## src/hw/soc_mem_pkg.sv

```systemverilog
package soc_mem_pkg;

    // Bus widths
    localparam int DATA_W = 32;
    localparam int ADDR_W = 32;
    localparam int BE_W   = 4;

    // Address map
    localparam logic [ADDR_W-1:0] SRAM_BASE     = 32'h8000_0000;
    localparam logic [ADDR_W-1:0] HOST_REMAP_LO = 32'h3000_0000;
    localparam logic [ADDR_W-1:0] HOST_REMAP_HI = 32'h8000_0000;
    localparam logic [3:0]        REMAP_NIBBLE  = 4'h8;

    typedef enum logic {
        OP_READ  = 1'b0,
        OP_WRITE = 1'b1
    } mem_op_e;

    typedef enum logic {
        PORT_CORE = 1'b0,
        PORT_HOST = 1'b1
    } port_id_e;

    // SRAM window test, 4 << words_log2 bytes from SRAM_BASE.
    // An address below the base wraps to a large offset and fails too
    function automatic logic in_sram_window(input logic [ADDR_W-1:0] addr,
                                            input int unsigned words_log2);
        logic [ADDR_W-1:0] offset;
        offset = addr - SRAM_BASE;
        return (offset >> (words_log2 + 2)) == '0;
    endfunction

endpackage

```

## src/hw/host_addr_remap.sv

```systemverilog
`timescale 1ns/1ps

module host_addr_remap #(
    parameter int ADDR_WORDS = 8
) (
    input  logic                           host_en_i,
    input  logic                           req_valid_i,
    input  logic [soc_mem_pkg::ADDR_W-1:0] addr_i,
    output logic                           req_valid_o,
    output logic [soc_mem_pkg::ADDR_W-1:0] addr_o,
    output logic                           in_window_o
);

    logic in_remap;

    // Host port is dead while disabled
    assign req_valid_o = host_en_i && req_valid_i;

    assign in_remap = (addr_i >= soc_mem_pkg::HOST_REMAP_LO) &&
                      (addr_i <  soc_mem_pkg::HOST_REMAP_HI);

    always_comb begin
        if (in_remap) begin
            // Swap the top nibble so the host window lands on SRAM
            addr_o = {soc_mem_pkg::REMAP_NIBBLE, addr_i[soc_mem_pkg::ADDR_W-5:0]};
        end else begin
            addr_o = addr_i;
        end
    end

    // Checked after the remap
    assign in_window_o = soc_mem_pkg::in_sram_window(addr_o, ADDR_WORDS);

endmodule

```

## config.mk

```make
export PLATFORM = sky130hd
export DESIGN_NAME = host_addr_remap
export DESIGN_NICKNAME = d
export VERILOG_FILES = /design/src/hw/soc_mem_pkg.sv /design/src/hw/host_addr_remap.sv
export SDC_FILE = /design/constraint.sdc
export NUM_CORES = 1
export LEC_CHECK = 0
export BUFFER_PORTS_ARGS = -buffer_cell sky130_fd_sc_hd__buf_2
export CORE_MARGIN = 10
export CORE_UTILIZATION = 22
export DETAILED_ROUTE_END_ITERATION = 6
export PLACE_DENSITY = 0.87
export SETUP_SLACK_MARGIN = 0.02
export SLEW_MARGIN = 15
export SYNTH_ARGS = -nofsm -noshare
export SYNTH_HDL_FRONTEND = slang
export SYNTH_SLANG_ARGS = --single-unit
```

## constraint.sdc

```tcl
create_clock -name vclk -period 1
set_input_delay 0.2 -clock vclk [all_inputs]
set_output_delay 0.2 -clock vclk [all_outputs]
set_load 0.02 [all_outputs]
```

; ---- After elaboration in Yosys (flattened, before gate mapping)
; Index checks and enable logic that the tools add are counted.
[word_totals]
reg_bits = 0
elab_cells = 7
output_inout_bits = 34
input_bits = 34
[classes]
add_sub_neg = 1
n_reduce_logical = 3
n_lt_le_gt_ge = 2
muxes = 1
[op_table]
columns = cell, count
row1 = >= comparator 32 x 30 -> 1 bit (second input constant), 1
row2 = logical NOT 32 bit, 1
row3 = < comparator 32 bit (second input constant), 1
row4 = 2-to-1 mux 32 bit, 1
row5 = subtractor 32 bit (second input constant), 1
row6 = logical AND 1 bit, 2

; ---- Longest topological paths before layout
[logic_depth]
word_depth = 5
depth_mapped = 3
ltp_nobuf = 3

; ---- Worst setup path before layout
; OpenSTA, ideal clock, no wires.
[synth_timing]
path_type = in2out
startpoint = input port addr_i[25] (netlist bit)
endpoint = output port in_window_o
t_required_ps = 800
t_arrival_ps = 1229
path_stages = 2
setup_slack_ps = -429
path_buffers = 0
path_cell_list = or4_1 nor3_1
[synth_between]
elab_chain_cells = 5
elab_cells_between_ends = 6
classes_between = add/sub: 1 / order compare: 2 / mux: 1 / reduce/logical: 2
[synth_rtl]
columns = item, line
row1 = from (decl), host_addr_remap.sv:8  ; input logic [soc_mem_pkg::ADDR_W-1:0] addr_i,
row2 = >= comparator 32 x 30 -> 1 bit / < comparator 32 bit (equally long branches), "host_addr_remap.sv:19, host_addr_remap.sv:20"
row3 = logical AND 1 bit, host_addr_remap.sv:19  ; assign in_remap = (addr_i >= soc_mem_pkg::HOST_REMAP_LO) &&
row4 = 2-to-1 mux 32 bit (*), host_addr_remap.sv:23  ; if (in_remap) begin
row5 = subtractor 32 bit (*), soc_mem_pkg.sv:29  ; offset = addr - SRAM_BASE;
row6 = logical NOT 32 bit (*), soc_mem_pkg.sv:30  ; return (offset >> (words_log2 + 2)) == '0;
row7 = to (decl), host_addr_remap.sv:11  ; output logic in_window_o
; Every way passes the cells marked *; elsewhere a longest branch is shown, timed or not.

; ---- Final worst setup path
[layout_timing]
startpoint = input port addr_i[27] (netlist bit)
endpoint = output port in_window_o
; The elaborated chain is that of the path after synthesis.

==> run metrics <==
post-synthesis simple-gate area fraction 23.6%; synth warn 0; Reg power frac 0%; vias post-DR between 300 and 400; Placer Congestion around 0.60; top layer in use met4; share of layout cells above drive strength 1 between 80 and 90%; drt pass-1 iters 1; slew of the pin with the lowest slew margin ~0.19 ns; wire length on met2 between 700 and 800 um; HP Start addr_i[0]; Yosys cell types 12; final std cell area, no fill about 550 sq um; status complete, but fails checks; Psw 0.140 mW; proportion of power drawn by the clock network 0%; Final HPWL DP between 1000 and 1500 um; Mapped Area approximately 310 sq um; number of sequential cells 0; Peak supply drop around 0.21 mV; syn nets slightly below 80; leakage about 0.28 nW; Tot Pwr 0.273 mW; Setup WS pre-CTS -0.408 ns; sequential element share of the synthesized area 0%; Worst Path Required 0.80 ns; period utilization 130%; WL/cell 15.7 um; largest net degree at the start of global routing 7; synthesized instance count 45; Total GRT Usage under 10%; largest family of logic cells by synthesized area buffers and inverters; Row Count 13; count leader, synth buf_4; register area 0 sq um; Pint 0.133 mW; final core occ about two fifths; first-pass GRT wire length between 2000 and 2500 um; Remaining DRCs 0; Die W between 50 and 60 um; gr ovfl total 0; Final Max Slew Viols 0; Final WS setup -0.299 ns; min cycle time layout roughly 1.3 ns; multi-input logic area roughly 170 sq um; Die Area between 3000 and 4000 sq um; met3 wire len 229 um; mux cell area share after synthesis 0%; switching share of power 51.4%; Top Ports 68; ranking of synthesized cells by area buf_4, nor4_1, o21a_1, and2_1, nor2_1; # setup viols final 1; Comb power frac 100.0%; pwr/cell area 495 nW/um^2; crit start category input pin; Slew headroom approximately 87%; Routed Antenna Nets 0; ANT cells 0; clkbuf count 0; post-synthesis adder-cell area fraction 0%; core footprint around 1300 sq um; Die H 57.7 um; Area growth, synth to finish 76.4%; hold crit path type in2out; Initial DRC Count 0; crit end category output pin; crit-path max FO 2; Initial Util 23.7%; violated checks setup timing; total wire length 1320 um; Worst Setup SP addr_i[27]; I/O Buffers 48; Compound-Gate Fraction of Synth Area under 10%; count of final hold-check violations 0; dpl cell area 399 sq um; fillers between 100 and 150; critical setup path kind in2out; met1 WL 347 um; number of global-route vias before repair 463; Mapped Avg Cell Area around 7 sq um; xor/xnor cell area share of the yosys netlist 0%; hold buffers post-CTS 0; Synth top area share between 60% and 70%; initial antenna violation count 0; Final Net Count roughly 110; RSZ-0062 raised after global routing yes; Max Freq 770 MHz; Post-synth top cells buf_4, nor2_1, nor4_1, and2_1, o21a_1; top cell type by total area after synthesis buf_4; Worst EP arrival about 1.1 ns; Via density 4.48; max_cap viols 0
[placed cells by master, fill, tap and decap left out]
cell	instances
buf_4	2
nor4_4	2
nand2b_1	1
o21a_1	2
a21oi_2	1
nor2b_1	1
buf_2	36
nor2_4	2
buf_6	12
nor4_2	1
nor3_4	1
a2bb2oi_1	1
or4_4	1
nand4_1	1
nor2_1	1
and2_1	2
buf_8	2
[power groups by stage]
stage / combinational [mW] / clock [mW] / sequential [mW]
after floorplan: 0.204 / 0 / 0
after global placement: 0.211 / 0 / 0
after detailed placement: 0.216 / 0 / 0
after CTS: 0.271 / 0 / 0
after global routing: 0.293 / 0 / 0
final: 0.273 / 0 / 0
[per-layer routing]
layer  vias up  GRT usage (%)
li1        173              -
met4         0          0.671
met2        40           13.8
met3         2           5.01
met1       161           5.66
met5         -              0
[cells by family (layout without fill, tap and decap cells)]
family / Yosys count / after routing
AOI/OAI and AO/OA: 4 / 4
and+or+nand+nor: 13 / 13
buffers and inverters: 28 / 52
[critical path: stages]
cell	delay, ns
buf_6	0.09
or4_4	0.53
nor3_4	0.13
buf_6	0.14
[metrics by stage]
stage               instances  setup TNS (ns)  hold slack (ns)
finish                     84          -0.299            0.400
global route               84          -0.359            0.400
CTS                        83          -0.315            0.400
detailed placement         83          -0.476            0.400
global placement           83          -0.452            0.400
floorplan                  45          -0.200            0.513
[path summary, 6_finish.rpt]
check	to	cells past startpoint
worst min-delay path	addr_o[0]	0
worst max-delay path	in_window_o	4
[repair_timing]
item | 4_1_cts | 5_1_grt
setup endpoints to repair | 3 | 4
gates resized for setup | 28 | 3
buffers inserted | 1 | 2
pin swaps | 10 | 4
[area by class of cell]
| class | count | share of cell area, % |
|---|---|---|
| Tap cell | 15 | 3.40 |
| Timing Repair Buffer | 52 | 65.3 |
| Multi-Input combinational cell | 17 | 31.3 |
Note: power is estimated with default switching activity, not from simulation.
