[src/hw/soc_mem_pkg.sv]
package soc_mem_pkg;

    // Bus widths
    localparam int DATA_W = 32;
    localparam int ADDR_W = 32;
    localparam int BE_W   = 4;

    // Address map
    localparam logic [ADDR_W-1:0] SRAM_BASE     = 32'h8000_0000;
    localparam logic [ADDR_W-1:0] HOST_REMAP_LO = 32'h3000_0000;
    localparam logic [ADDR_W-1:0] HOST_REMAP_HI = 32'h8000_0000;
    localparam logic [3:0]        REMAP_NIBBLE  = 4'h8;

    typedef enum logic {
        OP_READ  = 1'b0,
        OP_WRITE = 1'b1
    } mem_op_e;

    typedef enum logic {
        PORT_CORE = 1'b0,
        PORT_HOST = 1'b1
    } port_id_e;

    // SRAM window test, 4 << words_log2 bytes from SRAM_BASE.
    // An address below the base wraps to a large offset and fails too
    function automatic logic in_sram_window(input logic [ADDR_W-1:0] addr,
                                            input int unsigned words_log2);
        logic [ADDR_W-1:0] offset;
        offset = addr - SRAM_BASE;
        return (offset >> (words_log2 + 2)) == '0;
    endfunction

endpackage

[src/hw/req_arbiter.sv]
`timescale 1ns/1ps

module req_arbiter #(
    parameter int ADDR_WORDS = 8
) (
    // Core request
    input  logic                           core_valid_i,
    input  soc_mem_pkg::mem_op_e           core_op_i,
    input  logic [soc_mem_pkg::ADDR_W-1:0] core_addr_i,
    input  logic [soc_mem_pkg::BE_W-1:0]   core_be_i,
    input  logic [soc_mem_pkg::DATA_W-1:0] core_wdata_i,
    output logic                           core_ready_o,

    // Host request after the remap
    input  logic                           host_valid_i,
    input  soc_mem_pkg::mem_op_e           host_op_i,
    input  logic [soc_mem_pkg::ADDR_W-1:0] host_addr_i,
    input  logic                           host_in_window_i,
    input  logic [soc_mem_pkg::BE_W-1:0]   host_be_i,
    input  logic [soc_mem_pkg::DATA_W-1:0] host_wdata_i,
    output logic                           host_ready_o,

    // Room left on the response side
    input  logic                           core_credit_i,
    input  logic                           host_credit_i,

    // Stage request into the SRAM
    output logic                           stg_valid_o,
    output soc_mem_pkg::mem_op_e           stg_op_o,
    output logic [ADDR_WORDS-1:0]          stg_index_o,
    output logic [soc_mem_pkg::BE_W-1:0]   stg_be_o,
    output logic [soc_mem_pkg::DATA_W-1:0] stg_wdata_o,
    output logic                           stg_err_o,
    output soc_mem_pkg::port_id_e          stg_tag_o
);

    logic                           host_take;
    logic                           core_take;
    logic                           core_in_window;
    logic [soc_mem_pkg::ADDR_W-1:0] sel_addr;

    // Host has fixed priority over the core
    assign host_take    = host_valid_i && host_credit_i;
    assign host_ready_o = host_take;

    assign core_ready_o = core_credit_i && !host_take;
    assign core_take    = core_valid_i && core_ready_o;

    assign core_in_window = soc_mem_pkg::in_sram_window(core_addr_i, ADDR_WORDS);

    assign stg_valid_o = host_take || core_take;

    always_comb begin
        if (host_take) begin
            stg_op_o    = host_op_i;
            sel_addr    = host_addr_i;
            stg_be_o    = host_be_i;
            stg_wdata_o = host_wdata_i;
            stg_err_o   = !host_in_window_i;
            stg_tag_o   = soc_mem_pkg::PORT_HOST;
        end else begin
            stg_op_o    = core_op_i;
            sel_addr    = core_addr_i;
            stg_be_o    = core_be_i;
            stg_wdata_o = core_wdata_i;
            stg_err_o   = !core_in_window;
            stg_tag_o   = soc_mem_pkg::PORT_CORE;
        end
    end

    // Byte address to word index
    assign stg_index_o = sel_addr[ADDR_WORDS+1:2];

endmodule

[config.mk]
export PLATFORM = sky130hd
export DESIGN_NAME = req_arbiter
export DESIGN_NICKNAME = d
export VERILOG_FILES = /design/src/hw/soc_mem_pkg.sv /design/src/hw/req_arbiter.sv
export SDC_FILE = /design/constraint.sdc
export NUM_CORES = 1
export LEC_CHECK = 0
export BUFFER_PORTS_ARGS = -buffer_cell sky130_fd_sc_hd__buf_2
export CAP_MARGIN = 30
export CORE_AREA = 2 2 74 76
export DETAILED_ROUTE_END_ITERATION = 8
export DIE_AREA = 0 0 76 78
export SYNTH_ARGS = -nofsm -noshare
export SYNTH_HDL_FRONTEND = slang
export SYNTH_SLANG_ARGS = --single-unit
[constraint.sdc]
create_clock -name vclk -period 1.6
set_clock_uncertainty 0.1 [all_clocks]
set_input_delay 0.08 -clock vclk [all_inputs]
set_output_delay 0.08 -clock vclk [all_outputs]
set_load 0.05 [all_outputs]
# --- Word-level counts from Yosys, hierarchy flattened ---
# Cells that the tools add are included.
word_totals:
  reg_bits: 0
  inputBits: 143
  out_inout_bits: 50
  wordCells: 15
op_classes:
  mux: 6
  add_sub_neg: 1
  n_reduce_logical: 8
op_table:
  columns: ["cell", "n"]
  rows:
  - ["$logic_not A32 Y1", 1]
  - ["$mux W32", 1]
  - ["$sub A32 B32 Y32 const B", 1]
  - ["$mux W10", 1]
  - ["$mux W4", 1]
  - ["$logic_and A1 B1 Y1", 3]
  - ["$logic_not A1 Y1", 3]
  - ["$mux W1", 3]
  - ["$logic_or A1 B1 Y1", 1]

# --- Longest topological paths before layout ---
depth:
  depth_word: 5
  mapped_depth: 5
  ltp_nobuf: 4

# --- Worst setup path after synthesis ---
# No wires, ideal clock.
synth_timing:
  path_kind: "input-to-output"
  start: "input port host_valid_i"
  end: "output port stg_err_o"
  path_buffers: 1
  path_stages: 5
  setup_slack_ns: 0.361
  t_required_ns: 1.420
  t_arrival_ns: 1.059
  path_cell_list: "nand2_1 > inv_2 > buf_4 > nor4_4 > a22oi_2"
synth_between:
  elab_chain_cells: 2
synth_rtl:
  columns: ["item", "line_no", "source"]
  rows:
  - ["from (decl)", "req_arbiter.sv:15", "input logic host_valid_i,"]
  - ["$logic_and A1 B1 Y1", "req_arbiter.sv:43", "assign host_take = host_valid_i && host_credit_i;"]
  - ["via host_ready_o", "req_arbiter.sv:21", "output logic host_ready_o,"]
  - ["$mux W1", "req_arbiter.sv:54", "if (host_take) begin"]
  - ["to (decl)", "req_arbiter.sv:33", "output logic stg_err_o,"]
# The timed path passes the listed nets, and every way through them passes these cells.

# --- Final worst setup path ---
layout_timing:
  start: "input port core_addr_i[14] (netlist name)"
  end: "output port stg_err_o"
layout_between:
  elab_chain_cells: 4
layout_rtl:
  columns: ["item", "line_no", "source"]
  rows:
  - ["from (decl)", "req_arbiter.sv:9", "input logic [soc_mem_pkg::ADDR_W-1:0] core_addr_i,"]
  - ["$sub A32 B32 Y32", "soc_mem_pkg.sv:29", "offset = addr - SRAM_BASE;"]
  - ["$logic_not A32 Y1", "soc_mem_pkg.sv:30", "return (offset >> (words_log2 + 2)) == '0;"]
  - ["$logic_not A1 Y1", "req_arbiter.sv:66", "stg_err_o = !core_in_window;"]
  - ["$mux W1", "req_arbiter.sv:54", null]
# Every way passes these cells.

==> flow_metrics.tcl <==
set metrics [dict create \
    outcome "finished, final reports clean" \
    die_w_um 76 \
    synth.distinct_cells 14 \
    setup-violations-final 0 \
    fin_crit_sh 0.841 \
    grt_max_degree 27 \
    fin_hold_ws_ps 422 \
    cp_cell_sequence "buf_2 -> or4_4 -> nor4_4 -> a22oi_2 -> buf_2" \
    nNetsFinal 372 \
    gp_congestion 0.761 \
    die_h_um 78 \
    power_density_nw_per_um2 454 \
    cp_common_cell "buf_2" \
    finalCriticalPeriod_ps 1350 \
    syn_avg_cell_area_sq_um 11.5 \
    first_pass_iters 4 \
    worstHoldStart "host_in_window_i" \
    hp-class "in -> out" \
    hold_buffers 0 \
    crit_buf_inv 2 \
    path_delay_family "simple AND/OR/NAND/NOR gates" \
    drv_slew 0 \
    cp.depth 5 \
    wl_per_cell_um 10.2 \
    grt_pass1_wl_mm 4.64 \
    totalNegativeSetupSlack_ps 0 \
    cpMaxStageDelayCell "or4_4" \
    yosys_warnings 0 \
    regArea_sq_um 0 \
    syn_area_sq_um 738 \
    required_ps 1420 \
    postCtsResizedCells 0 \
    routed_via_density 3.85 \
    drive_gt1_frac 0.960 \
    core_area_sq_um 5040 \
    cp-start-kind "input port" \
    grt.total_usage 0.0880 \
    drt_iter0_markers 2 \
    die_area_sq_um 5930 \
    syn-num-nets 207 \
    cts_setup_buffers 0 \
    worstSetupPathType "in -> out" \
    synth.yosys.seq_area_share 0 \
    nFillCells 540 \
    boundaryPins 193 \
    holdPathStages 3 \
    cp.arrival_ps 1170 \
    ir_drop_mv 0.188 \
    ant_nets 0 \
    grt_overflow 0 \
    max_freq_ghz 0.743 \
    area_delta_synth_final_pct 123 \
    rsz0062_at_grt "false" \
    dr_total_vias 1143 \
    cap_violations 0 \
    grt_pass1_vias 1093 \
    initial_core_util 0.146 \
    antenna_cells 0 \
    drc_errors 0 \
    hpwl_mm 2.75 \
    endpoint_kind "output pin" \
    critPathLaunch "core_addr_i[14]" \
    worstMarginPinSlew_ps 285 \
    worstPathMaxFanout 1 \
    flops_and_latches 0 \
    hold_path_end "stg_err_o" \
    netlist_instances 64 \
    power_w 0.000748 \
    wl_mm 3.02 \
    clockBufferCount 0 \
    io_buffers 167 \
    antenna_found_initial 0 \
    rows 26 \
    cpPeakStageDelay_ps 530 \
    relSlewSlack 0.808 \
    hold_viol_final 0 \
    leakagePower_nw 0.947 \
]
==> worst min-delay path: stages <==
cell     delay, ps
buf_2           90
a22oi_2         60
buf_2          210
==> cell usage in the layout, fill, tap and decap left out <==
master and instances:
a22oi_2 1, or4_4 1, and4_1 1, mux2_4 20
nand2_1 3, buf_12 2, inv_2 1, nor4_4 1
buf_2 167, nor4b_1 1, mux2_2 25, nor4_1 3
and2_1 1
==> cell type report <==
cell class / instances / area (sq um) / share of cell area
inverters: 1 / 3.75 / 0.00228
multi-input cells: 57 / 681 / 0.413
well taps: 70 / 87.6 / 0.0532
repair buffers: 169 / 876 / 0.532
==> power by group <==
| group | total [W] | internal [W] | switching, W | leakage, nW |
|---|---|---|---|---|
| combinational | 0.000748 | 0.000281 | 0.000468 | 0.947 |
| sequential | 0 | 0 | 0 | 0 |
| clock | 0 | 0 | 0 | 0 |
| total | 0.000748 | 0.000281 | 0.000468 | 0.947 |
==> through the flow <==
stage	utilization	area [sq um]	worst slack, ps	std cells
2_1_floorplan	-	738	361	64
3_3_place_gp	0.327	1650	267	297
3_5_place_dp	0.327	1650	231	297
4_1_cts	0.327	1650	229	297
5_1_grt	0.327	1650	224	297
6_report	0.327	1650	254	297
==> logic make-up (layout without fill, tap and decap cells) <==
logic type	count (synthesis)	count (layout)	synth area share
buffers and inverters	7	170	0.0779
muxes	45	45	0.788
and+or+nand+nor	11	11	0.117
AOI/OAI and AO/OA	1	1	0.0169
==> Yosys cell counts <==
| cell | count | share of area |
|---|---|---|
| mux2_2 | 25 | 0.38 |
| buf_6 | 3 | 0.046 |
| buf_4 | 2 | 0.020 |
| buf_2 | 1 | 0.0068 |
| and2_1 | 1 | 0.0085 |
| nand2_1 | 3 | 0.015 |
| and4_1 | 1 | 0.012 |
| or4_4 | 1 | 0.015 |
| a22oi_2 | 1 | 0.017 |
| inv_2 | 1 | 0.0051 |
| nor4b_1 | 1 | 0.012 |
| nor4_4 | 1 | 0.029 |
| mux2_4 | 20 | 0.41 |
| nor4_1 | 3 | 0.025 |
==> metal layers <==
layer  GRT usage  wire length, um  vias to the layer above
met2       0.185             1600                       99
met5           0                0                        -
met4           0                0                        0
met1      0.0889              976                      472
li1            -                -                      572
met3      0.0279              446                        0
==> worst max path at each step <==
stage	to	slack, ps
2_1_floorplan	stg_err_o	360
3_3_place_gp	stg_err_o	270
3_5_place_dp	stg_err_o	230
4_1_cts	stg_err_o	230
5_1_grt	stg_be_o[3]	220
6_report	stg_err_o	250
No activity file was read; power rests on OpenSTA's default activity.
