[config.mk]
export PLATFORM = sky130hd
export DESIGN_NAME = rsp_router
export DESIGN_NICKNAME = d
export VERILOG_FILES = /design/src/hw/soc_mem_pkg.sv /design/src/hw/rsp_router.sv
export SDC_FILE = /design/constraint.sdc
export NUM_CORES = 1
export LEC_CHECK = 0
export ABC_AREA = 0
export ABC_CLOCK_PERIOD_IN_PS = 3700
export BUFFER_PORTS_ARGS = -buffer_cell sky130_fd_sc_hd__buf_4
export CORE_ASPECT_RATIO = 0.7
export CORE_MARGIN = 4
export CORE_UTILIZATION = 55
export DETAILED_ROUTE_END_ITERATION = 12
export GPL_ROUTABILITY_DRIVEN = 0
export PLACE_DENSITY = 0.81
export SYNTH_ARGS = -nofsm -noshare
export SYNTH_HDL_FRONTEND = slang
export SYNTH_SLANG_ARGS = --single-unit
[constraint.sdc]
create_clock -name clk_i -period 3.7 [get_ports clk_i]
set_clock_uncertainty 0.05 [all_clocks]
set_input_delay 0.74 -clock clk_i [delete_from_list [all_inputs] [get_ports clk_i]]
set_output_delay 0.74 -clock clk_i [all_outputs]
set_load 0.05 [all_outputs]
[src/hw/soc_mem_pkg.sv]
package soc_mem_pkg;

    // Bus widths
    localparam int DATA_W = 32;
    localparam int ADDR_W = 32;
    localparam int BE_W   = 4;

    // Address map
    localparam logic [ADDR_W-1:0] SRAM_BASE     = 32'h8000_0000;
    localparam logic [ADDR_W-1:0] HOST_REMAP_LO = 32'h3000_0000;
    localparam logic [ADDR_W-1:0] HOST_REMAP_HI = 32'h8000_0000;
    localparam logic [3:0]        REMAP_NIBBLE  = 4'h8;

    typedef enum logic {
        OP_READ  = 1'b0,
        OP_WRITE = 1'b1
    } mem_op_e;

    typedef enum logic {
        PORT_CORE = 1'b0,
        PORT_HOST = 1'b1
    } port_id_e;

    // SRAM window test, 4 << words_log2 bytes from SRAM_BASE.
    // An address below the base wraps to a large offset and fails too
    function automatic logic in_sram_window(input logic [ADDR_W-1:0] addr,
                                            input int unsigned words_log2);
        logic [ADDR_W-1:0] offset;
        offset = addr - SRAM_BASE;
        return (offset >> (words_log2 + 2)) == '0;
    endfunction

endpackage

[src/hw/rsp_router.sv]
`timescale 1ns/1ps

module rsp_router (
    input  logic                           clk_i,
    input  logic                           rst_i,

    // Acceptances, for the outstanding counts
    input  logic                           stg_valid_i,
    input  soc_mem_pkg::port_id_e          stg_tag_i,

    // SRAM result
    input  logic                           res_valid_i,
    input  logic [soc_mem_pkg::DATA_W-1:0] res_rdata_i,
    input  logic                           res_err_i,
    input  soc_mem_pkg::port_id_e          res_tag_i,

    input  logic                           core_rsp_ready_i,
    input  logic                           host_rsp_ready_i,

    output logic                           core_rsp_valid_o,
    output logic [soc_mem_pkg::DATA_W-1:0] core_rsp_rdata_o,
    output logic                           core_rsp_err_o,
    output logic                           host_rsp_valid_o,
    output logic [soc_mem_pkg::DATA_W-1:0] host_rsp_rdata_o,
    output logic                           host_rsp_err_o,

    output logic                           core_credit_o,
    output logic                           host_credit_o,
    output logic                           illegal_o
);

    // Index 0 is PORT_CORE, index 1 is PORT_HOST
    localparam int NPORT = 2;

    logic [soc_mem_pkg::DATA_W-1:0] slot_rdata [NPORT][2];
    logic                           slot_err   [NPORT][2];
    logic [1:0]                     fill        [NPORT];
    logic [1:0]                     outstanding [NPORT];
    logic [NPORT-1:0]               wr_ptr;
    logic [NPORT-1:0]               rd_ptr;
    logic [NPORT-1:0]               acc;
    logic [NPORT-1:0]               push;
    logic [NPORT-1:0]               pop;
    logic [NPORT-1:0]               rsp_valid;
    logic [NPORT-1:0]               rsp_ready;
    logic [NPORT-1:0]               credit;
    logic [soc_mem_pkg::DATA_W-1:0] rsp_rdata  [NPORT];
    logic                           rsp_err    [NPORT];

    assign rsp_ready = {host_rsp_ready_i, core_rsp_ready_i};

    ////////////////////////////////////////////////////////////////////////////
    // Per-port bookkeeping
    ////////////////////////////////////////////////////////////////////////////

    always_comb begin
        for (int p = 0; p < NPORT; p++) begin
            acc[p]       = stg_valid_i && (int'(stg_tag_i) == p);
            push[p]      = res_valid_i && (int'(res_tag_i) == p);
            rsp_valid[p] = fill[p] != 2'd0;
            pop[p]       = rsp_valid[p] && rsp_ready[p];
            // Two items in flight at most, a slot freed this cycle counts
            credit[p]    = (outstanding[p] < 2'd2) || pop[p];
            rsp_rdata[p] = slot_rdata[p][rd_ptr[p]];
            rsp_err[p]   = slot_err[p][rd_ptr[p]];
        end
    end

    always_ff @(posedge clk_i) begin
        if (rst_i) begin
            for (int p = 0; p < NPORT; p++) begin
                fill[p]        <= 2'd0;
                outstanding[p] <= 2'd0;
            end
            wr_ptr    <= '0;
            rd_ptr    <= '0;
            illegal_o <= 1'b0;
        end else begin
            for (int p = 0; p < NPORT; p++) begin
                fill[p]        <= fill[p] + 2'(push[p]) - 2'(pop[p]);
                outstanding[p] <= outstanding[p] + 2'(acc[p]) - 2'(pop[p]);
                if (push[p]) begin
                    wr_ptr[p] <= ~wr_ptr[p];
                end
                if (pop[p]) begin
                    rd_ptr[p] <= ~rd_ptr[p];
                end
            end
            // Sticky until reset
            if (res_valid_i && res_err_i) begin
                illegal_o <= 1'b1;
            end
        end
    end

    always_ff @(posedge clk_i) begin
        for (int p = 0; p < NPORT; p++) begin
            if (push[p]) begin
                slot_rdata[p][wr_ptr[p]] <= res_rdata_i;
                slot_err[p][wr_ptr[p]]   <= res_err_i;
            end
        end
    end

    ////////////////////////////////////////////////////////////////////////////
    // Port outputs
    ////////////////////////////////////////////////////////////////////////////

    assign core_rsp_valid_o = rsp_valid[0];
    assign core_rsp_rdata_o = rsp_rdata[0];
    assign core_rsp_err_o   = rsp_err[0];
    assign host_rsp_valid_o = rsp_valid[1];
    assign host_rsp_rdata_o = rsp_rdata[1];
    assign host_rsp_err_o   = rsp_err[1];
    assign core_credit_o    = credit[0];
    assign host_credit_o    = credit[1];

    for (genvar p = 0; p < NPORT; p++) begin : g_checks
        // Stalled response holds still
        assert property (@(posedge clk_i) disable iff (rst_i)
            (rsp_valid[p] && !rsp_ready[p]) |=>
                (rsp_valid[p] && $stable(rsp_rdata[p]) && $stable(rsp_err[p])))
            else $error("rsp_router: response changed while stalled");

        // Arbiter credit keeps results from landing on a full slot
        assert property (@(posedge clk_i) disable iff (rst_i)
            push[p] |-> ((fill[p] < 2'd2) || pop[p]))
            else $error("rsp_router: response slot overflow");
    end

endmodule

After elaboration in Yosys (flattened, before gate mapping):

Memories as Yosys holds them, arrays and structs flattened.
Index checks and enable logic that the tools add are counted.

* bits of input ports: 41
* output and inout bits: 71
* bits in registers: 5
* word-level logic and storage cells: 93
* memories kept: 4
* memory bits (writable): 140

Memory list
* slot_rdata: depth 2, width 64, rd ports 2, clocked after memory_dff 0, write ports 1, line rsp_router.sv:35 `logic [soc_mem_pkg::DATA_W-1:0] slot_rdata [NPORT][2];`
* fill: depth 2, width 2, rd ports 2, clocked after memory_dff 0, write ports 2, line rsp_router.sv:37 `logic [1:0] fill [NPORT];`
* outstanding: depth 2, width 2, rd ports 2, clocked after memory_dff 0, write ports 2, line rsp_router.sv:38 `logic [1:0] outstanding [NPORT];`
* slot_err: depth 2, width 2, rd ports 2, clocked after memory_dff 0, write ports 1, line rsp_router.sv:36 `logic slot_err [NPORT][2];`

* muxes and demuxes: 39
* add/sub/neg operators: 8
* bitwise logic cells: 14
* order comparisons: 8
* reductions and logical operators: 15

Operator list (number)
* 32-bit two-way mux: 8
* 64-bit two-way mux: 4
* 32-bit demux with 1-bit select: 2
* 64-bit OR reduction: 1
* 2-bit two-way mux: 8
* 1-bit two-way mux: 15
* 1-bit logical AND: 9
* 2-bit by 1-bit adder with 2-bit output: 4
* 2-bit >= comparator (second input constant): 4
* 1-bit NOT with 2-bit output: 4
* 2-bit by 1-bit subtractor with 2-bit output: 4
* 1-bit NOT: 6
* 2-bit by 1-bit less-than comparator with 1-bit output (second input constant): 2
* 2-bit less-than comparator (second input constant): 2
* 1-bit bitwise OR: 4
* 2-bit nonzero test: 2
* 1-bit demux with 1-bit select: 2
* 1-bit logical OR: 2
* 2-bit OR reduction: 1

Logic depth before layout (Yosys ltp):

Gate-level depths: netlist (run 1).

* word-level depth: 8
* mapped depth: 8

Worst setup path before layout (run 1):

Ideal clock, no wire load.

* path kind: input-to-reg
* start point: input port res_tag_i
* end point: memory slot_err[0][1] (netlist bit), enable pin
* arrival: 2.496 ns
* stages on the path: 2
* path slack: 0.727 ns
* library setup time: 0.427 ns
* path through: and2b_1 nor2b_1

* word-level cells in the longest chain between the ends: 5

RTL lines
* start: declaration: line rsp_router.sv:15 `input soc_mem_pkg::port_id_e res_tag_i,`
* 1-bit logical AND or 1-bit NOT (tied branches): line rsp_router.sv:59 `push[p] = res_valid_i && (int'(res_tag_i) == p);`
* 1-bit two-way mux or 1-bit logical AND (tied branches): line rsp_router.sv:98, rsp_router.sv:59
* 2-bit two-way mux (not written as such) or 1-bit two-way mux (tied branches): line rsp_router.sv:100, rsp_router.sv:98
* 2-bit OR reduction (no line) or 2-bit two-way mux (tied branches)
* 1-bit two-way mux (no line) or 2-bit two-way mux (tied branches)
* end: declaration: line rsp_router.sv:36

Several ways; a longest one is shown, not always the timed one.

Final worst setup path (run 1):

* start point: register rd_ptr[1]
* end point: output port host_rsp_rdata_o[31] (netlist bit)

* word-level cells in the longest chain between the ends: 4

RTL lines
* start: declaration: line rsp_router.sv:40 `logic [NPORT-1:0] rd_ptr;`
* start signal: indexed assignment: line rsp_router.sv:86 `rd_ptr[p] <= ~rd_ptr[p];`
* 1-bit NOT with 2-bit output (not written as such): line rsp_router.sv:64 `rsp_rdata[p] = slot_rdata[p][rd_ptr[p]];`
* 32-bit two-way mux (not written as such) (3 in series): line rsp_router.sv:64
* end: declaration: line rsp_router.sv:24 `output logic [soc_mem_pkg::DATA_W-1:0] host_rsp_rdata_o,`

Every way passes these cells. The select of a mux whose other input is x is not followed.

==> results of run 1 <==
layer usage:
metal / GRT usage [%] / vias to the layer above / routed length, µm
met1: 23.8 / 1392 / 4540
li1: - / 1306 / -
met2: 26.7 / 123 / 4850
met4: 5.28 / 0 / 80
met3: 7.88 / 8 / 906
met5: 0 / - / 0
registers in the layout, indices dropped and copies added (netlist names):
name and flops:
slot_rdata 128, wr_ptr 2, rd_ptr 2, fill 4, outstanding 4, slot_err 4, illegal_o 1
critical path: cells and delay by family, from the launching register on:
kind	cells	cell delay, ps
flops	1	720
mux	1	370
buf+inv	2	520
through the flow:
| step | cell area [µm²] | worst slack (ps) | utilization, % | instances | hold WS (ps) |
|---|---|---|---|---|---|
| 3_5_place_dp | 6610 | 1270 | 66.7 | 514 | 416 |
| 3_3_place_gp | 6610 | 1280 | 66.7 | 514 | 405 |
| 4_1_cts | 7230 | 840 | 72.9 | 546 | 432 |
| 2_1_floorplan | 5720 | 727 | - | 281 | 443 |
| 6_report | 7230 | 878 | 72.9 | 546 | 424 |
| 5_1_grt | 7230 | 799 | 72.9 | 546 | 463 |
synthesized netlist by cell type, drive strengths merged:
master,n,area share (%)
dfxtp,13,4.5
nand2,5,0.33
o21ai,4,0.35
nor2,10,0.66
buf,9,2.6
edfxtp,132,69
and2,2,0.22
xnor2,3,0.46
and3,1,0.11
nor2b,8,0.87
mux2i,2,0.35
and2b,1,0.13
xor2,5,0.76
mux2,68,17
or2,2,0.22
a21oi,1,0.087
ha,6,1.3
inv,9,0.59
logic make-up (layout without fill, tap and decap cells):
group | count (synthesis) | after routing
AOI/OAI and AO/OA | 5 | 5
xor gates and xnor gates | 8 | 8
adders and majority gates | 6 | 6
buffers and inverters | 18 | 155
DFF | 145 | 145
muxes | 70 | 70
and+or+nand+nor | 29 | 29
path summary, 6_finish.rpt:
check,end,cells after the start,startpoint,slack [ps]
max,host_rsp_rdata_o[31],3,rd_ptr[1],880
min,illegal_o,2,illegal_o,420
max reg2reg,outstanding[0][3],8,fill[0][2],1870
min reg2reg,illegal_o,2,illegal_o,420
area by class of cell:
cell class                 count  area share (%)
tap                          128            2.22
sequential                   145            58.5
timing repair buffer         114            11.8
inverter                       9           0.468
clock inverter                 5            1.39
multi-input combinational    118            18.5
clock buffer                  27            7.10
report_power, final:
group          switching (mW)  internal, mW  total (mW)
Clock                   0.581          1.15        1.73
Combinational           0.324         0.194       0.519
Sequential             0.0297          1.86        1.89
==> results.sh, run 1 <==
export IMPL_status="finished, final reports clean"
export IMPL_drive_above_1_share_pct=51.4
export IMPL_synth_warnings=0
export IMPL_synth_cell_types=22
export IMPL_multi_input_comb_area_um2=1340
export IMPL_required_ps=2910
export IMPL_crit_chain="buf_4, mux2_2, buf_4"
export IMPL_route_detailed_drc=0
export IMPL_antenna_found_initial=0
export IMPL_synth_top_family_by_area="multiplexers"
export IMPL_grt_overflow=0
export IMPL_clkLatencyLatePin_ps=410
export IMPL_post_cts_buffers=0
export IMPL_power_mw=4.14
export IMPL_area_growth_syn_to_layout_pct=26.2
export IMPL_clock_sinks=145
export IMPL_final_max_slew_viol_count=0
export IMPL_fp_dieW_um=130
export IMPL_io_buffer_count=111
export IMPL_diodes=0
export IMPL_yosys_area_share_adder_pct=1.31
export IMPL_route_antenna_remaining_nets=0
export IMPL_synth_mux_area_share_pct=17.5
export IMPL_startpoint_type="flip-flop"
export IMPL_grt_pass1_wl_um=15700
export IMPL_core_area_um2=9910
export IMPL_cts_htree_levels=4
export IMPL_setup_viol=0
export IMPL_io_pins=112
export IMPL_cts_hold_repair_buffers=0
export IMPL_wire_per_inst_um=19.0
export IMPL_wirelength_um=10400
export IMPL_dp_hpwl_um=6740
export IMPL_yosys_area_share_simple_pct=2.54
export IMPL_layout_nets=452
export IMPL_synth_seq_cells=145
export IMPL_synthXorXnorAreaFrac_pct=1.22
export IMPL_critPathArrivalTime_ps=2030
export IMPL_ctsResizeCount=0
export IMPL_clkTransAtPathRegs_ps=50
export IMPL_endpoint_kind="primary output"
export IMPL_dieArea_um2=12100
export IMPL_syn_area_um2=5720
export IMPL_synth_compound_area_share_pct=0.437
export IMPL_grt_usage_pct=17.8
export IMPL_grt_start_max_net_pins=34
export IMPL_dr_pass1_iters=4
export IMPL_syn_area_per_cell_um2=20.4
export IMPL_worst_pin_slew_ps=1050
export IMPL_syn_instance_count=281
export IMPL_seqCellArea_um2=4230
export IMPL_rsz0062_at_grt="no"
export IMPL_powerDensity_nw_per_um2=573
export IMPL_fin_tns_setup_ps=0
export IMPL_max_vdd_ir_drop_v=0.000412
export IMPL_p_leak_nw=2.85
export IMPL_period_minus_slack_ps=2820
export IMPL_path_max_fanout=18
export IMPL_clock_path_buffers=2
export IMPL_seq_area_frac_synth_pct=73.8
export IMPL_slew_headroom_pct=29.9
export IMPL_drtIter0Drc=147
export IMPL_period_share_pct=76.3
export IMPL_cts_inserted_buffers=17
export IMPL_cts_root_buf="clkbuf_16"
export IMPL_crit_top_cell="buf_4"
export IMPL_avgViaCountPerCell=5.18
export IMPL_num_vias=2829
export IMPL_crit_path_top_delay_cell="dfxtp_2"
export IMPL_worstSetupPathType="flip-flop to primary output"
export IMPL_rows=30
export IMPL_cts_tree="yes"
export IMPL_final_cell_mix="edfxtp_1, buf_4, mux2_4"
export IMPL_slowest_delay_ps=720
export IMPL_fillers=599
export IMPL_die_height_um=93.4
export IMPL_min_path_type="flip-flop to flip-flop"
export IMPL_fmax_ghz=0.354
export IMPL_start_util_pct=57.8
export IMPL_first_global_vias=2940
export IMPL_synthesis_nets=328
export IMPL_max_cap_viol_count=0
export IMPL_finalHoldViolCount=0
export IMPL_mostFrequentLayoutCell="edfxtp_1"
(Power assumes the default switching activity.)
==> inputs of run 2 (changes only) <==
--- a/config.mk
+++ b/config.mk
@@ -6,14 +6,14 @@
 export NUM_CORES = 1
 export LEC_CHECK = 0
 export ABC_AREA = 0
-export ABC_CLOCK_PERIOD_IN_PS = 3700
+export ABC_CLOCK_PERIOD_IN_PS = 2500
 export BUFFER_PORTS_ARGS = -buffer_cell sky130_fd_sc_hd__buf_4
 export CORE_ASPECT_RATIO = 0.7
 export CORE_MARGIN = 4
-export CORE_UTILIZATION = 55
+export CORE_UTILIZATION = 49
 export DETAILED_ROUTE_END_ITERATION = 12
 export GPL_ROUTABILITY_DRIVEN = 0
-export PLACE_DENSITY = 0.81
+export PLACE_DENSITY = 0.76
 export SYNTH_ARGS = -nofsm -noshare
 export SYNTH_HDL_FRONTEND = slang
 export SYNTH_SLANG_ARGS = --single-unit
==> constraint.sdc (replaced) <==
create_clock -name clk_i -period 2.5 [get_ports clk_i]
set_clock_uncertainty 0.05 [all_clocks]
set_input_delay 0.5 -clock clk_i [delete_from_list [all_inputs] [get_ports clk_i]]
set_output_delay 0.5 -clock clk_i [all_outputs]
set_load 0.05 [all_outputs]
==> run 2 against run 1 <==
Effect of this change:
- cell area is 0.80% higher
- routed wire length is 4.2% higher
- largest cell class unchanged
- core utilization is 8.0 points lower
- critical path type unchanged
- highest routed layer unchanged
- critical endpoint unchanged
==> results.sh, run 2 (synthesis results as in run 1) <==
export IMPL_ctsResizeCount=0
export IMPL_rsz0062_at_grt="no"
export IMPL_dr_pass1_iters=4
export IMPL_path_max_fanout=22
export IMPL_fp_dieW_um=137
export IMPL_cts_inserted_buffers=17
export IMPL_dp_hpwl_um=7040
export IMPL_antenna_found_initial=0
export IMPL_powerDensity_nw_per_um2=826
export IMPL_diodes=0
export IMPL_finalHoldViolCount=0
export IMPL_min_path_type="input pin to flip-flop"
export IMPL_placed_cell_area_um2=6710
export IMPL_grt_usage_pct=16.4
export IMPL_core_area_um2=11200
export IMPL_io_buffer_count=111
export IMPL_required_ps=1950
export IMPL_final_cell_mix="edfxtp_1, buf_4, mux2_4"
export IMPL_first_global_vias=2940
export IMPL_cts_hold_repair_buffers=0
export IMPL_num_vias=2821
export IMPL_critPathArrivalTime_ps=1700
export IMPL_clock_sinks=145
export IMPL_route_detailed_drc=0
export IMPL_startpoint="rd_ptr[1]"
export IMPL_die_height_um=98.4
export IMPL_io_pins=112
export IMPL_max_cap_viol_count=0
export IMPL_period_minus_slack_ps=2250
export IMPL_clkLatencyLatePin_ps=410
export IMPL_grt_overflow=0
export IMPL_largest_reg_flops=128
export IMPL_dieArea_um2=13500
export IMPL_drive_above_1_share_pct=52.1
export IMPL_period_share_pct=90.2
export IMPL_avgViaCountPerCell=4.89
export IMPL_cts_tree="yes"
export IMPL_area_growth_syn_to_layout_pct=27.2
export IMPL_status="finished, final reports clean"
export IMPL_clock_path_buffers=2
export IMPL_wirelength_um=10800
export IMPL_post_cts_buffers=0
export IMPL_grt_pass1_wl_um=16100
export IMPL_slew_headroom_pct=67.3
export IMPL_cts_htree_levels=4
export IMPL_crit_chain="buf_4, mux2_2, buf_4"
export IMPL_worst_pin_slew_ps=491
export IMPL_final_max_slew_viol_count=0
export IMPL_cts_root_buf="clkbuf_16"
export IMPL_rows=32
export IMPL_route_antenna_remaining_nets=0
export IMPL_fin_tns_setup_ps=0
export IMPL_fillers=790
export IMPL_clkTransAtPathRegs_ps=60
export IMPL_startpoint_type="flip-flop"
export IMPL_grt_start_max_net_pins=34
export IMPL_crit_top_cell="buf_4"
export IMPL_endpoint_kind="primary output"
export IMPL_setup_viol=0
export IMPL_start_util_pct=51.1
export IMPL_final_core_util_pct=65.0
export IMPL_worstSetupPathType="flip-flop to primary output"
export IMPL_crit_path_top_delay_cell="mux2_2"
export IMPL_drtIter0Drc=101
export IMPL_max_vdd_ir_drop_v=0.000564
export IMPL_mostFrequentLayoutCell="edfxtp_1"
export IMPL_layout_nets=459
export IMPL_reg2reg_depth=8
export IMPL_design_area_um2=7280
export IMPL_whs_path_depth=1
export IMPL_wire_per_inst_um=18.7
export IMPL_r2r_start="fill[0][2]"
export IMPL_slowest_delay_ps=400
export IMPL_p_leak_nw=2.87
export IMPL_hold_path_startpoint="res_rdata_i[9]"
export IMPL_fmax_ghz=0.444
[run 2: path summary, 6_finish.rpt]
path,to,slack [ps]
max,host_rsp_rdata_o[31],250
min,slot_rdata[0][41],240
max reg2reg,outstanding[0][3],820
min reg2reg,illegal_o,430
[run 2: through the flow]
step	total power [mW]	worst slack (ps)	cells	hold slack, ps
after floorplan	3.39	40.0	281	443
after global placement	3.61	656	546	403
after detailed placement	3.63	612	546	418
after CTS	6.08	208	577	218
after global routing	6.23	191	577	222
final	6.02	245	577	237
[run 2: layout make-up]
| type | count | area (µm²) | share of cell area, % |
|---|---|---|---|
| Inverter | 9 | 33.8 | 0.464 |
| Multi-Input combinational cell | 118 | 1340 | 18.3 |
| Sequential cell | 145 | 4230 | 58.0 |
| Clock inverter | 13 | 145 | 1.99 |
| Tap cell | 153 | 191 | 2.63 |
| Clock buffer | 18 | 429 | 5.89 |
| Timing Repair Buffer | 121 | 921 | 12.6 |
[run 2: report_power, final]
part	internal [mW]	switching, mW
logic	0.295	0.498
clock network	1.54	0.900
registers	2.75	0.0298
total	4.59	1.43
[run 2: routing by layer]
layer	global-route usage [%]	share of wire, %	vias up
li1	-	-	1325
met1	21.5	46	1400
met2	24.6	45	84
met3	6.94	8.2	12
met4	5.52	1.1	0
met5	0	0	-
[run 2: critical path: cells and delay by family, from the launching register on]
family | cells | cell delay, ps
buffers and inverters | 2 | 570
multiplexers | 1 | 400
flip-flops | 1 | 320
==> inputs of run 3 (changes only) <==
--- a/config.mk
+++ b/config.mk
@@ -13,7 +13,7 @@
 export CORE_UTILIZATION = 49
 export DETAILED_ROUTE_END_ITERATION = 12
 export GPL_ROUTABILITY_DRIVEN = 0
-export PLACE_DENSITY = 0.76
+export PLACE_DENSITY = 0.84
 export SYNTH_ARGS = -nofsm -noshare
 export SYNTH_HDL_FRONTEND = slang
 export SYNTH_SLANG_ARGS = --single-unit
==> run 3 against run 2 <==
Effect of this change:
- routed wire length down 1.8%
- non-clock buffer count unchanged
- highest routed layer unchanged
- via count down 0.57%
==> results.sh, run 3 (synthesis results as in run 1) <==
export IMPL_ctsResizeCount=0
export IMPL_dieArea_um2=13500
export IMPL_route_detailed_drc=0
export IMPL_p_sw_share_pct=23.7
export IMPL_antenna_found_initial=0
export IMPL_required_ps=1950
export IMPL_cts_inserted_buffers=17
export IMPL_first_global_vias=3015
export IMPL_dr_pass1_iters=4
export IMPL_p_sw_mw=1.46
export IMPL_grt_pass1_wl_um=16100
export IMPL_grt_start_max_net_pins=34
export IMPL_min_path_type="input pin to flip-flop"
export IMPL_cts_htree_levels=4
export IMPL_clkLatencyLatePin_ps=410
export IMPL_clkTransAtPathRegs_ps=60
export IMPL_clock_sinks=145
export IMPL_period_minus_slack_ps=2270
export IMPL_io_buffer_count=111
export IMPL_final_cell_mix="edfxtp_1, buf_4, mux2_4"
export IMPL_largest_reg_flops=128
export IMPL_wirelength_um=10600
export IMPL_dp_hpwl_um=6970
export IMPL_drtIter0Drc=122
export IMPL_rows=32
export IMPL_crit_chain="buf_4, mux2_2, buf_4"
export IMPL_stdcell_count=578
export IMPL_period_share_pct=90.8
export IMPL_wire_per_inst_um=18.4
export IMPL_core_area_um2=11200
export IMPL_drive_above_1_share_pct=52.5
export IMPL_slew_headroom_pct=62.0
export IMPL_clock_path_buffers=2
export IMPL_area_growth_syn_to_layout_pct=28.0
export IMPL_slowest_delay_ps=400
export IMPL_path_max_fanout=22
export IMPL_fmax_ghz=0.440
export IMPL_diodes=0
export IMPL_critPathArrivalTime_ps=1720
export IMPL_worst_pin_slew_ps=569
export IMPL_layout_nets=459
export IMPL_final_max_slew_viol_count=0
export IMPL_combPwrFrac_pct=12.8
export IMPL_endpoint_kind="primary output"
export IMPL_dp_cells=546
export IMPL_multi_input_comb_area_um2=1340
export IMPL_seqCellArea_um2=4230
export IMPL_grt_usage_pct=16.2
export IMPL_status="finished, final reports clean"
export IMPL_crit_top_cell="buf_4"
export IMPL_cts_hold_repair_buffers=0
export IMPL_p_leak_nw=2.88
export IMPL_fillers=773
export IMPL_final_core_util_pct=65.4
export IMPL_grt_overflow=0
export IMPL_cts_tree="yes"
export IMPL_startpoint_type="flip-flop"
export IMPL_num_vias=2805
export IMPL_finalHoldViolCount=0
export IMPL_worstSetupPathType="flip-flop to primary output"
export IMPL_fin_tns_setup_ps=0
export IMPL_post_cts_buffers=0
export IMPL_avgViaCountPerCell=4.85
export IMPL_setup_viol=0
export IMPL_p_int_mw=4.72
export IMPL_die_height_um=98.4
export IMPL_crit_path_top_delay_cell="buf_4"
export IMPL_fp_dieW_um=137
export IMPL_io_pins=112
export IMPL_max_cap_viol_count=0
export IMPL_route_antenna_remaining_nets=0
export IMPL_power_frac_seq_pct=45.0
export IMPL_powerDensity_nw_per_um2=843
export IMPL_mostFrequentLayoutCell="edfxtp_1"
export IMPL_cts_root_buf="clkbuf_16"
export IMPL_p_clk_share_pct=42.2
export IMPL_max_vdd_ir_drop_v=0.000530
export IMPL_start_util_pct=51.1
export IMPL_rsz0062_at_grt="no"
## run 3: cell types whose count changed in the layout (fill, tap and decap cells not counted)
cell / delta
bufinv_16: +1
clkbuf_1: +1
clkinv_1: -2
clkinv_2: -3
clkinvlp_4: +2
inv_6: +2
## run 3: path summary, 6_finish.rpt
kind	depth (start not counted)	start	slack, ps	to
worst max-delay path	3	rd_ptr[0]	230	core_rsp_rdata_o[31]
worst min-delay path	1	res_rdata_i[18]	240	slot_rdata[0][114]
worst min register to register	2	illegal_o	430	illegal_o
worst max register to register	8	fill[0][2]	810	outstanding[0][3]
## run 3: final cells by class
cell class	count	area share (%)
Sequential cell	145	57.7
Multi-Input combinational cell	118	18.2
Timing Repair Buffer	121	12.6
Clock buffer	19	5.91
Tap cell	153	2.61
Clock inverter	13	2.53
Inverter	9	0.461
## run 3: power by group through the flow
stage               clock, mW  sequential [mW]  combinational (mW)
floorplan                   0             2.83               0.562
global placement            0             2.82               0.787
detailed placement          0             2.83               0.798
CTS                      2.66             2.78               0.802
global route             2.80             2.79               0.833
finish                   2.61             2.78               0.791
## run 3: per-stage QoR
stage                     hold slack (ps)  area, µm²  power (mW)  setup WS (ps)
after floorplan                       443       5730        3.39           40.0
after global placement                401       6710        3.61            663
after detailed placement              425       6710        3.63            593
after CTS                             224       7330        6.25            204
after global routing                  219       7330        6.42            164
final                                 237       7330        6.18            229
## run 3: routing by layer
layer	vias to the layer above	share of wire (%)	track usage, %
li1	1319	-	-
met2	99	48	25.6
met4	0	0.90	5.14
met1	1377	44	20.7
met3	10	7.8	6.48
met5	-	0	0
## run 3: worst max-delay path: cells and delay by family, from the launching register on
family   cells  cell delay (ps)
buf+inv      2              590
mux          1              390
flops        1              320
